<file path="src/logic/rst_seq_consts.svh">
//----------------------------
// counter limits and widths of the reset sequencer
// include wherever the window lengths or the BIST word size are needed
//----------------------------

`ifndef RST_SEQ_CONSTS_SVH
`define RST_SEQ_CONSTS_SVH

// last count of the eFuse read window, 8000 cycles at 200 MHz
`define RST_SEQ_EFC_CNT 8000

// last count of the DRAM self-refresh hold in a_grst
`define RST_SEQ_DRAM_GRST_CNT 1600

// width of both window counters, large enough for the eFuse window
`define RST_SEQ_CNT_W 13

// serial BIST control word shifted in after the type bit
`define RST_SEQ_BIST_CTRL_W 6

`endif

</file>
<file path="src/logic/rst_seq_pkg.sv">
//----------------------------
// types shared by the reset sequencer blocks
// import with rst_seq_pkg::* in the module header
//----------------------------

`default_nettype none

`include "rst_seq_consts.svh"

package rst_seq_pkg;

  // sequencer states, power-on path first, then the warm reset path
  typedef enum logic [3:0] {
    wait_lock,
    start_clk,
    en_clk,
    wait_j_rst,
    de_dllrst,
    de_grst,
    efc_rd,
    wait_bist,
    idle,
    a_grst,
    a_dgrst,
    dis_clk,
    chng_frq,
    wait_rst
  } seq_state_t;

  typedef logic [`RST_SEQ_CNT_W-1:0] seq_cnt_t;

  typedef logic [`RST_SEQ_BIST_CTRL_W-1:0] bist_ctrl_t;

  // {freq_change, power_on, warm}
  typedef logic [2:0] rst_stat_t;

endpackage

`default_nettype wire

</file>
<file path="src/logic/rst_input_sync.sv">
//----------------------------
// brings the reset, BIST and handshake pins into jbus_clk
// and frames the release edge of the system reset pin
//----------------------------

`default_nettype none

module rst_input_sync (
  input  logic jbus_clk,
  input  logic arst_n,
  input  logic j_rst_n,
  input  logic do_bist,
  input  logic clkctrl_done,
  input  logic dll_rst_done,
  input  logic grst_released_n,
  output logic j_rst_n_sync,
  output logic do_bist_sync,
  output logic clkctrl_done_sync,
  output logic dll_rst_done_sync,
  output logic grst_released_sync,
  output logic j_rel_pulse,
  output logic j_rel_pulse_dly
);

  // all five pins share one two-stage chain so they keep the same latency
  logic [4:0] sync_meta;
  logic [4:0] sync_q;
  logic       j_rst_n_sync_d;

  //----------------------------
  // two-flop synchronizers
  //----------------------------
  always_ff @(posedge jbus_clk or negedge arst_n)
  begin
    if (!arst_n)
    begin
      sync_meta <= '0;
      sync_q    <= '0;
    end
    else
    begin
      sync_meta <= {j_rst_n, do_bist, clkctrl_done, dll_rst_done, grst_released_n};
      sync_q    <= sync_meta;
    end
  end

  assign {j_rst_n_sync, do_bist_sync, clkctrl_done_sync,
          dll_rst_done_sync, grst_released_sync} = sync_q;

  //----------------------------
  // release edge of j_rst_n
  //----------------------------
  always_ff @(posedge jbus_clk or negedge arst_n)
  begin
    if (!arst_n)
    begin
      j_rst_n_sync_d  <= 1'b0;
      j_rel_pulse     <= 1'b0;
      j_rel_pulse_dly <= 1'b0;
    end
    else
    begin
      j_rst_n_sync_d  <= j_rst_n_sync;
      // one cycle after the synced pin first reads high
      j_rel_pulse     <= j_rst_n_sync & ~j_rst_n_sync_d;
      j_rel_pulse_dly <= j_rel_pulse;
    end
  end

endmodule

`default_nettype wire

</file>
<file path="src/logic/bist_cfg_capture.sv">
//----------------------------
// captures the serial BIST setup word from do_bist
// request bit, type bit, then the control word MSB first
//----------------------------

`default_nettype none

`include "rst_seq_consts.svh"

module bist_cfg_capture
  import rst_seq_pkg::*;
(
  input  logic       jbus_clk,
  input  logic       arst_n,
  input  logic       do_bist_sync,
  input  logic       j_rel_pulse,
  input  logic       j_rel_pulse_dly,
  output logic       bist_req,
  output logic       bist_type,
  output bist_ctrl_t bist_ctrl
);

  localparam int CNT_W = $clog2(`RST_SEQ_BIST_CTRL_W + 1);
  localparam logic [CNT_W-1:0] WORD_LEN = CNT_W'(`RST_SEQ_BIST_CTRL_W);

  // one extra stage lines the data up with the registered release pulse
  logic             do_bist_d;
  logic [CNT_W-1:0] bit_cnt;

  always_ff @(posedge jbus_clk or negedge arst_n)
  begin
    if (!arst_n)
    begin
      do_bist_d <= 1'b0;
      bist_req  <= 1'b0;
      bist_type <= 1'b0;
    end
    else
    begin
      do_bist_d <= do_bist_sync;
      if (j_rel_pulse)
        bist_req <= do_bist_d;
      if (j_rel_pulse_dly)
        bist_type <= do_bist_d;
    end
  end

  //----------------------------
  // control word bit counter
  //----------------------------
  // loaded with the word length, counts down to zero and then rests
  always_ff @(posedge jbus_clk or negedge arst_n)
  begin
    if (!arst_n)
      bit_cnt <= '0;
    else if (j_rel_pulse_dly)
      bit_cnt <= WORD_LEN;
    else if (bit_cnt != '0)
      bit_cnt <= bit_cnt - 1'b1;
  end

  // count n enables ctrl[n-1], so the first bit lands in the MSB
  always_ff @(posedge jbus_clk or negedge arst_n)
  begin
    if (!arst_n)
      bist_ctrl <= '0;
    else
    begin
      for (int i = 0; i < `RST_SEQ_BIST_CTRL_W; i++)
      begin
        if (bit_cnt == CNT_W'(i + 1))
          bist_ctrl[i] <= do_bist_d;
      end
    end
  end

endmodule

`default_nettype wire

</file>
<file path="src/logic/rst_seq_fsm.sv">
//----------------------------
// reset sequencing state machine with the eFuse and DRAM windows
// next_state is forced to wait_lock whenever the PLL is unlocked
//----------------------------

`default_nettype none

`include "rst_seq_consts.svh"

module rst_seq_fsm
  import rst_seq_pkg::*;
(
  input  logic       jbus_clk,
  input  logic       arst_n,
  input  logic       pll_locked,
  input  logic       j_rst_n_sync,
  input  logic       clkctrl_done_sync,
  input  logic       dll_rst_done_sync,
  input  logic       grst_released_sync,
  input  logic       bist_req,
  input  logic       bist_done,
  input  logic       selfrsh_arm,
  input  logic       freq_change,
  input  logic       power_on,
  output seq_state_t state,
  output seq_state_t next_state
);

  seq_state_t nxt_raw;
  seq_cnt_t   efc_cnt;
  seq_cnt_t   dram_cnt;
  logic       efc_done;
  logic       dram_done;

  // window counter step, cleared on entry and counting while in the state
  function automatic seq_cnt_t win_cnt_step(seq_cnt_t cnt, logic entering, logic in_state);
    seq_cnt_t step;
    step = cnt;
    if (entering)
      step = '0;
    else if (in_state)
      step = cnt + seq_cnt_t'(1);
    return step;
  endfunction

  //----------------------------
  // window counters
  //----------------------------
  always_ff @(posedge jbus_clk or negedge arst_n)
  begin
    if (!arst_n)
    begin
      efc_cnt  <= '0;
      dram_cnt <= '0;
    end
    else
    begin
      efc_cnt  <= win_cnt_step(efc_cnt, (next_state == efc_rd) && (state != efc_rd),
                               state == efc_rd);
      dram_cnt <= win_cnt_step(dram_cnt, (next_state == a_grst) && (state != a_grst),
                               state == a_grst);
    end
  end

  assign efc_done  = (efc_cnt == seq_cnt_t'(`RST_SEQ_EFC_CNT));
  assign dram_done = (dram_cnt == seq_cnt_t'(`RST_SEQ_DRAM_GRST_CNT));

  //----------------------------
  // next state
  //----------------------------
  always_comb
  begin
    nxt_raw = state;
    case (state)
      wait_lock:
        nxt_raw = start_clk;
      // clocks are started by the registered start_clk, then enabled
      start_clk:
        nxt_raw = en_clk;
      en_clk:
        if (clkctrl_done_sync)
          nxt_raw = wait_j_rst;
      wait_j_rst:
        if (j_rst_n_sync)
          nxt_raw = de_dllrst;
      de_dllrst:
        if (dll_rst_done_sync)
          nxt_raw = de_grst;
      de_grst:
        if (grst_released_sync)
        begin
          if (power_on)
            nxt_raw = efc_rd;
          else if (bist_req)
            nxt_raw = wait_bist;
          else
            nxt_raw = idle;
        end
      efc_rd:
        if (efc_done)
          nxt_raw = bist_req ? wait_bist : idle;
      wait_bist:
        if (bist_done)
          nxt_raw = idle;
      // a new assertion of the reset pin starts a warm reset
      idle:
        if (!j_rst_n_sync)
          nxt_raw = a_grst;
      // hold grst for the self-refresh window only when it is armed
      a_grst:
        if (!selfrsh_arm)
          nxt_raw = dis_clk;
        else if (dram_done)
          nxt_raw = a_dgrst;
      a_dgrst:
        nxt_raw = dis_clk;
      dis_clk:
        if (clkctrl_done_sync)
          nxt_raw = freq_change ? chng_frq : wait_rst;
      chng_frq:
        nxt_raw = wait_rst;
      // the PLL relocks with the new ratio, so wait for it to drop first
      // the lock gate on next_state takes the FSM back to wait_lock
      wait_rst:
        nxt_raw = wait_rst;
      default:
        nxt_raw = wait_lock;
    endcase
  end

  assign next_state = pll_locked ? nxt_raw : wait_lock;

  always_ff @(posedge jbus_clk or negedge arst_n)
  begin
    if (!arst_n)
      state <= wait_lock;
    else
      state <= next_state;
  end

endmodule

`default_nettype wire

</file>
<file path="src/logic/rst_seq_outputs.sv">
//----------------------------
// registered control outputs of the reset sequencer
// also keeps the frequency-change latch, reset status and self-refresh
//----------------------------

`default_nettype none

module rst_seq_outputs
  import rst_seq_pkg::*;
(
  input  logic       jbus_clk,
  input  logic       arst_n,
  input  logic       pll_locked,
  input  logic       freq_chng_pending,
  input  logic       selfrsh_arm,
  input  logic       bist_req,
  input  seq_state_t state,
  input  seq_state_t next_state,
  output logic       start_clk,
  output logic       en_clk,
  output logic       dis_clk,
  output logic       dll_rst_n,
  output logic       de_grst,
  output logic       a_grst,
  output logic       dram_a_grst,
  output logic       efc_read_start,
  output logic       wake_thr,
  output logic       bist_start,
  output logic       update_shadow,
  output logic       idle,
  output logic       self_refresh,
  output logic       freq_change,
  output logic       power_on,
  output logic       stat_wr,
  output rst_stat_t  reset_stat
);

  logic ns_run;
  logic ns_dll_on;
  logic ns_dram_grst;
  logic to_idle;
  logic to_bist;
  logic warm_start;
  logic in_a_grst;
  logic freq_stat;
  logic warm_stat;

  // state literals are package qualified, several share a name with a port
  assign ns_run = (next_state != rst_seq_pkg::wait_lock) &&
                  (next_state != rst_seq_pkg::wait_rst);
  assign ns_dll_on = next_state inside {rst_seq_pkg::de_dllrst, rst_seq_pkg::de_grst,
                                        rst_seq_pkg::efc_rd, rst_seq_pkg::wait_bist,
                                        rst_seq_pkg::idle, rst_seq_pkg::a_grst};
  // without self-refresh, DRAM takes grst together with the core
  assign ns_dram_grst = (next_state == rst_seq_pkg::a_dgrst) ||
                        (next_state == rst_seq_pkg::dis_clk) ||
                        ((next_state == rst_seq_pkg::a_grst) && !selfrsh_arm);
  assign to_idle = (next_state == rst_seq_pkg::idle) &&
                   (state inside {rst_seq_pkg::de_grst, rst_seq_pkg::efc_rd,
                                  rst_seq_pkg::wait_bist});
  assign to_bist = (next_state == rst_seq_pkg::wait_bist) &&
                   (state inside {rst_seq_pkg::de_grst, rst_seq_pkg::efc_rd});
  assign warm_start = (state == rst_seq_pkg::idle) && (next_state == rst_seq_pkg::a_grst);
  assign in_a_grst  = (state == rst_seq_pkg::a_grst) && pll_locked;

  //----------------------------
  // state-decoded controls
  //----------------------------
  always_ff @(posedge jbus_clk or negedge arst_n)
  begin
    if (!arst_n)
    begin
      start_clk      <= 1'b0;
      en_clk         <= 1'b0;
      dis_clk        <= 1'b0;
      dll_rst_n      <= 1'b0;
      de_grst        <= 1'b0;
      a_grst         <= 1'b0;
      dram_a_grst    <= 1'b0;
      efc_read_start <= 1'b0;
      wake_thr       <= 1'b0;
      stat_wr        <= 1'b0;
      bist_start     <= 1'b0;
      update_shadow  <= 1'b0;
      idle           <= 1'b0;
    end
    else
    begin
      start_clk      <= ns_run & pll_locked;
      en_clk         <= (next_state == rst_seq_pkg::en_clk) & pll_locked;
      dis_clk        <= (next_state == rst_seq_pkg::dis_clk) & pll_locked;
      dll_rst_n      <= ns_dll_on & pll_locked;
      de_grst        <= (next_state == rst_seq_pkg::de_grst) & pll_locked;
      a_grst         <= (next_state == rst_seq_pkg::a_grst) & pll_locked;
      dram_a_grst    <= ns_dram_grst & pll_locked;
      efc_read_start <= (state == rst_seq_pkg::de_grst) &
                        (next_state == rst_seq_pkg::efc_rd) & pll_locked;
      wake_thr       <= to_idle & pll_locked;
      stat_wr        <= to_idle & pll_locked;
      bist_start     <= to_bist & bist_req & pll_locked;
      update_shadow  <= (next_state == rst_seq_pkg::chng_frq) & pll_locked;
      idle           <= ((next_state == rst_seq_pkg::idle) |
                         (next_state == rst_seq_pkg::wait_rst)) & pll_locked;
    end
  end

  //----------------------------
  // frequency change and status
  //----------------------------
  // power_on comes out of reset set, warm and freq_change are set in a_grst
  always_ff @(posedge jbus_clk or negedge arst_n)
  begin
    if (!arst_n)
    begin
      freq_change <= 1'b0;
      freq_stat   <= 1'b0;
      warm_stat   <= 1'b0;
      power_on    <= 1'b1;
    end
    else
    begin
      // sampled every idle cycle, held through the warm reset
      if (state == rst_seq_pkg::idle)
        freq_change <= freq_chng_pending & pll_locked;
      if (in_a_grst && freq_change)
        freq_stat <= 1'b1;
      else if (stat_wr)
        freq_stat <= 1'b0;
      if (in_a_grst && !freq_change)
        warm_stat <= 1'b1;
      else if (stat_wr)
        warm_stat <= 1'b0;
      if (stat_wr)
        power_on <= 1'b0;
    end
  end

  assign reset_stat = {freq_stat, power_on, warm_stat};

  // DRAM stays in self-refresh across the relock, until grst is released
  always_ff @(posedge jbus_clk or negedge arst_n)
  begin
    if (!arst_n)
      self_refresh <= 1'b0;
    else if (warm_start && selfrsh_arm && pll_locked)
      self_refresh <= 1'b1;
    else if ((state == rst_seq_pkg::de_grst) && (next_state != rst_seq_pkg::de_grst))
      self_refresh <= 1'b0;
  end

endmodule

`default_nettype wire

</file>
<file path="src/logic/rst_seq_top.sv">
//----------------------------
// top of the reset sequencer, all logic on jbus_clk
// wires the pin synchronizers, BIST capture, FSM and output block
//----------------------------

`default_nettype none

module rst_seq_top
  import rst_seq_pkg::*;
(
  input  logic       jbus_clk,
  input  logic       arst_n,
  input  logic       pll_locked,
  input  logic       j_rst_n,
  input  logic       do_bist,
  input  logic       clkctrl_done,
  input  logic       dll_rst_done,
  input  logic       grst_released_n,
  input  logic       bist_done,
  input  logic       selfrsh_arm,
  input  logic       freq_chng_pending,
  output logic       start_clk,
  output logic       en_clk,
  output logic       dis_clk,
  output logic       dll_rst_n,
  output logic       de_grst,
  output logic       a_grst,
  output logic       dram_a_grst,
  output logic       efc_read_start,
  output logic       wake_thr,
  output logic       bist_start,
  output logic       update_shadow,
  output logic       idle,
  output logic       self_refresh,
  output logic       stat_wr,
  output rst_stat_t  reset_stat,
  output logic       bist_type,
  output bist_ctrl_t bist_ctrl
);

  logic       j_rst_n_sync;
  logic       do_bist_sync;
  logic       clkctrl_done_sync;
  logic       dll_rst_done_sync;
  logic       grst_released_sync;
  logic       j_rel_pulse;
  logic       j_rel_pulse_dly;
  logic       bist_req;
  logic       freq_change;
  logic       power_on;
  seq_state_t state;
  seq_state_t next_state;

  // port and net names match across the blocks
  rst_input_sync u_input_sync (.*);

  bist_cfg_capture u_bist_cfg (.*);

  rst_seq_fsm u_fsm (.*);

  rst_seq_outputs u_outputs (.*);

endmodule

`default_nettype wire

</file>
<file path="config.mk">
export PLATFORM = sky130hd
export DESIGN_NAME = rst_seq_top
export DESIGN_NICKNAME = d
export VERILOG_FILES = /design/src/logic/rst_seq_pkg.sv /design/src/logic/rst_input_sync.sv /design/src/logic/bist_cfg_capture.sv /design/src/logic/rst_seq_fsm.sv /design/src/logic/rst_seq_outputs.sv /design/src/logic/rst_seq_top.sv
export VERILOG_INCLUDE_DIRS = /design/src /design/src/logic
export SDC_FILE = /design/constraint.sdc
export NUM_CORES = 1
export LEC_CHECK = 0
export ABC_CLOCK_PERIOD_IN_PS = 4130
export BUFFER_PORTS_ARGS = -buffer_cell sky130_fd_sc_hd__buf_4
export CAP_MARGIN = 20
export CORE_MARGIN = 10
export CORE_UTILIZATION = 50
export DETAILED_ROUTE_END_ITERATION = 16
export GPL_TIMING_DRIVEN = 0
export PLACE_DENSITY = 0.68
export SETUP_SLACK_MARGIN = 0.15
export SYNTH_ARGS = -nofsm -noshare
export SYNTH_HDL_FRONTEND = slang
export SYNTH_SLANG_ARGS = --single-unit
</file>
<file path="constraint.sdc">
create_clock -name jbus_clk -period 4.13 [get_ports jbus_clk]
set_input_delay 1.239 -clock jbus_clk [delete_from_list [all_inputs] [get_ports jbus_clk]]
set_output_delay 1.239 -clock jbus_clk [all_outputs]
set_load 0.05 [all_outputs]
</file>
==> out/results.ini <==
[pwr]
power_frac_seq = 0.446
power.switching_mw = 0.773
p_leak_nw = 1.76
p_clk_frac = 0.275
p_comb_frac = 0.279
p_int_mw = 1.45
swShare = 0.348
power_mw = 2.22
p_per_area_mw_per_mm2 = 550
ir_drop_mv = 0.299

[layout]
fin_nets = 401
utilization = 0.598
antenna_cells = 0
finalInstanceArea_mm2 = 0.00404
area_delta_synth_final_pct = 16.6
layout-drive-gt1-share = 0.218

[place]
portBuffers = 34
place_congestion = 0.865
placedInstanceArea_mm2 = 0.00382
dp_hpwl_mm = 5.11

[floorplan]
fp.dieArea_mm2 = 0.0107
die_width_um = 103
rows = 30
coreArea_mm2 = 0.00676
die_y_um = 103
initial_core_util = 0.513
ios = 35

[synth]
synth_seq_cells = 72
ys.warnings.count = 0
avgSynthCellArea_um2 = 10.3
async_reset_ff_frac = 1.00
yosysUniqueCellTypes = 59
seq_area_frac_synth = 0.520
syn_inst = 336
synth_flop_cell = dfrtp_1
synth-edff-count = 0
syn_area_mm2 = 0.00347
syn_nets = 356

[global_routing]
use_met1 = 0.191
grt_max_degree = 73
grt_pass1_wl_mm = 12.4
grtUsageMet2 = 0.229
grt-ovfl-total = 0
antenna_found_initial = 0
grt_pass1_vias = 2574
grt_usage = 0.147
grt_use_met3 = 0.0312
grt-busiest-layer = met2

[routing]
wl_mm = 7.18
post-route-drc-count = 0
vias_per_cell = 5.52
drt_iter0_markers = 191
drt-wirelength-per-cell_um = 15.4
num_vias = 2565
ant_nets = 0
first_pass_iters = 4

[worst_setup_path]
critPathMaxFanout = 10
required_ps = 4350
cp-start-kind = primary input
crit_type = primary input to register
end_kind = register
critPathArrivalTime_ps = 3340

[cts]
insertion_delay_ps = 340
cts_root_buf = clkbuf_8
cts_tree = done
path_clk_slew_ps = 70
htree_levels = 3
post_cts_buffers = 0
cts_hold_buffers = 0
clockBufferDepth = 2
cts_buffers = 9
cts_resized = 0
cts.sinks = 72

[timing]
setup-tns-final_ps = 0
timing.final.crit_share = 0.754
report.final.hold_viol_count = 0
grt_setup_unrepaired = no
slew_headroom = 0.420
drv_slew = 0
setup_viol = 0
tightest_slew_ps = 870
max_freq_mhz = 321
fin_skew_ps = 9.68
timing.final.crit_period_ps = 3110

[worst_hold_path]
hold_class = register to register

[run_status]
status = finished clean

[run]
maxCapViolCount = 0

==> through the flow <==
stage	setup WS (ps)	cells	hold slack, ps
2_1_floorplan	1260	336	331
4_1_cts	1080	465	350
6_report	1020	465	349
3_5_place_dp	701	450	335
5_1_grt	888	465	360
3_3_place_gp	854	450	333
==> worst max-delay path, cell delays in order <==
cell	delay [ps]
buf_4	120
nand3b_1	70
a21oi_1	80
a221oi_1	530
o211ai_1	360
nor4b_2	530
buf_2	300
o21ai_1	100
==> logic make-up (layout without fill, tap and decap cells) <==
family | count (synthesis) | in the layout | share of synthesized area
adders and majority gates | 9 | 9 | 0.0325
and+or+nand+nor | 140 | 140 | 0.229
xor gates and xnor gates | 16 | 16 | 0.0404
DFF | 72 | 72 | 0.520
buffers and inverters | 34 | 83 | 0.0462
muxes | 8 | 8 | 0.0260
AOI/OAI and AO/OA | 57 | 57 | 0.106
==> power by group through the flow <==
stage          combinational (mW)  clock [mW]  sequential, mW
2_1_floorplan               0.353           0            1.09
3_3_place_gp                0.608           0           0.995
3_5_place_dp                0.624           0            1.00
4_1_cts                     0.628       0.624           0.990
5_1_grt                     0.702       0.655            1.02
6_report                    0.621       0.611           0.992
==> routing by layer <==
metal,vias up,routed length [um]
met4,0,120
met2,46,3450
met5,-,0
li1,1271,-
met3,10,274
met1,1238,3340
==> registers in the layout, indices dropped and copies added, names as in the netlist, 3 cells and up <==
name / cells
u_fsm.dram_cnt: 13
u_input_sync.sync_meta: 5
u_fsm.state: 4
u_fsm.efc_cnt: 13
u_bist_cfg.bit_cnt: 3
u_input_sync.sync_q: 5
u_bist_cfg.bist_ctrl: 6
==> path summary, 6_finish.rpt <==
check	startpoint	endpoint	slack, ps	cells after the start
max in group asynchronous	arst_n	u_outputs.en_clk	2550	1
worst min register to register	u_input_sync.sync_meta[0]	u_input_sync.sync_q[0]	350	0
worst max-delay path	bist_done	u_fsm.efc_cnt[11]	1020	8
min in group asynchronous	arst_n	u_fsm.dram_cnt[2]	1030	1
worst max register to register	u_fsm.efc_cnt[0]	u_fsm.efc_cnt[11]	1120	9
worst min-delay path	u_input_sync.sync_meta[0]	u_input_sync.sync_q[0]	350	0
==> cells in the final DEF (no fill, tap or decap), drive strengths merged, types with 8 or more instances in the layout <==
cell,instances
mux2,8
o21ai,18
nand3,10
clkbuf,17
ha,9
nand4,10
nor2,26
buf,47
nand2,35
dfrtp,71
nor3,8
inv,14
a31oi,10
xor2,9
==> layout make-up <==
class | instances | area [um^2]
sequential | 72 | 1800
fill | 589 | 2710
tap | 80 | 100
inverter | 14 | 52.6
clock inverter | 5 | 81.3
multi-input combinational | 230 | 1510
timing repair buffer | 34 | 255
clock buffer | 10 | 138
buffer | 20 | 108
==> Yosys cell counts, types with 2 or more instances <==
library cell,instances,area (um^2)
dfrtp_1,71,1780
xnor2_1,7,61.3
o21ai_1,7,35.0
inv_1,14,52.6
o21ai_0,11,55.1
o22ai_1,2,12.5
o211ai_1,4,30.0
nor4b_1,2,17.5
o31ai_1,3,22.5
nand3b_1,3,22.5
and2_1,3,18.8
and3_1,3,18.8
nor2_1,26,97.6
a21oi_1,6,30.0
nand2b_1,6,37.5
ha_1,9,113
buf_4,4,30.0
buf_2,8,40.0
nor3_2,2,20.0
nand4_1,10,62.6
mux2_2,8,90.1
nor4_1,3,18.8
or2_2,6,37.5
a22o_1,2,17.5
nor3b_1,3,22.5
xor2_1,9,78.8
nor3_1,5,25.0
a31oi_1,10,62.6
nand3_1,10,50.1
nor4bb_1,5,50.1
nor2b_1,6,37.5
nand2_1,35,131
clkbuf_1,7,26.3
Power figures use the tool's default switching activity.
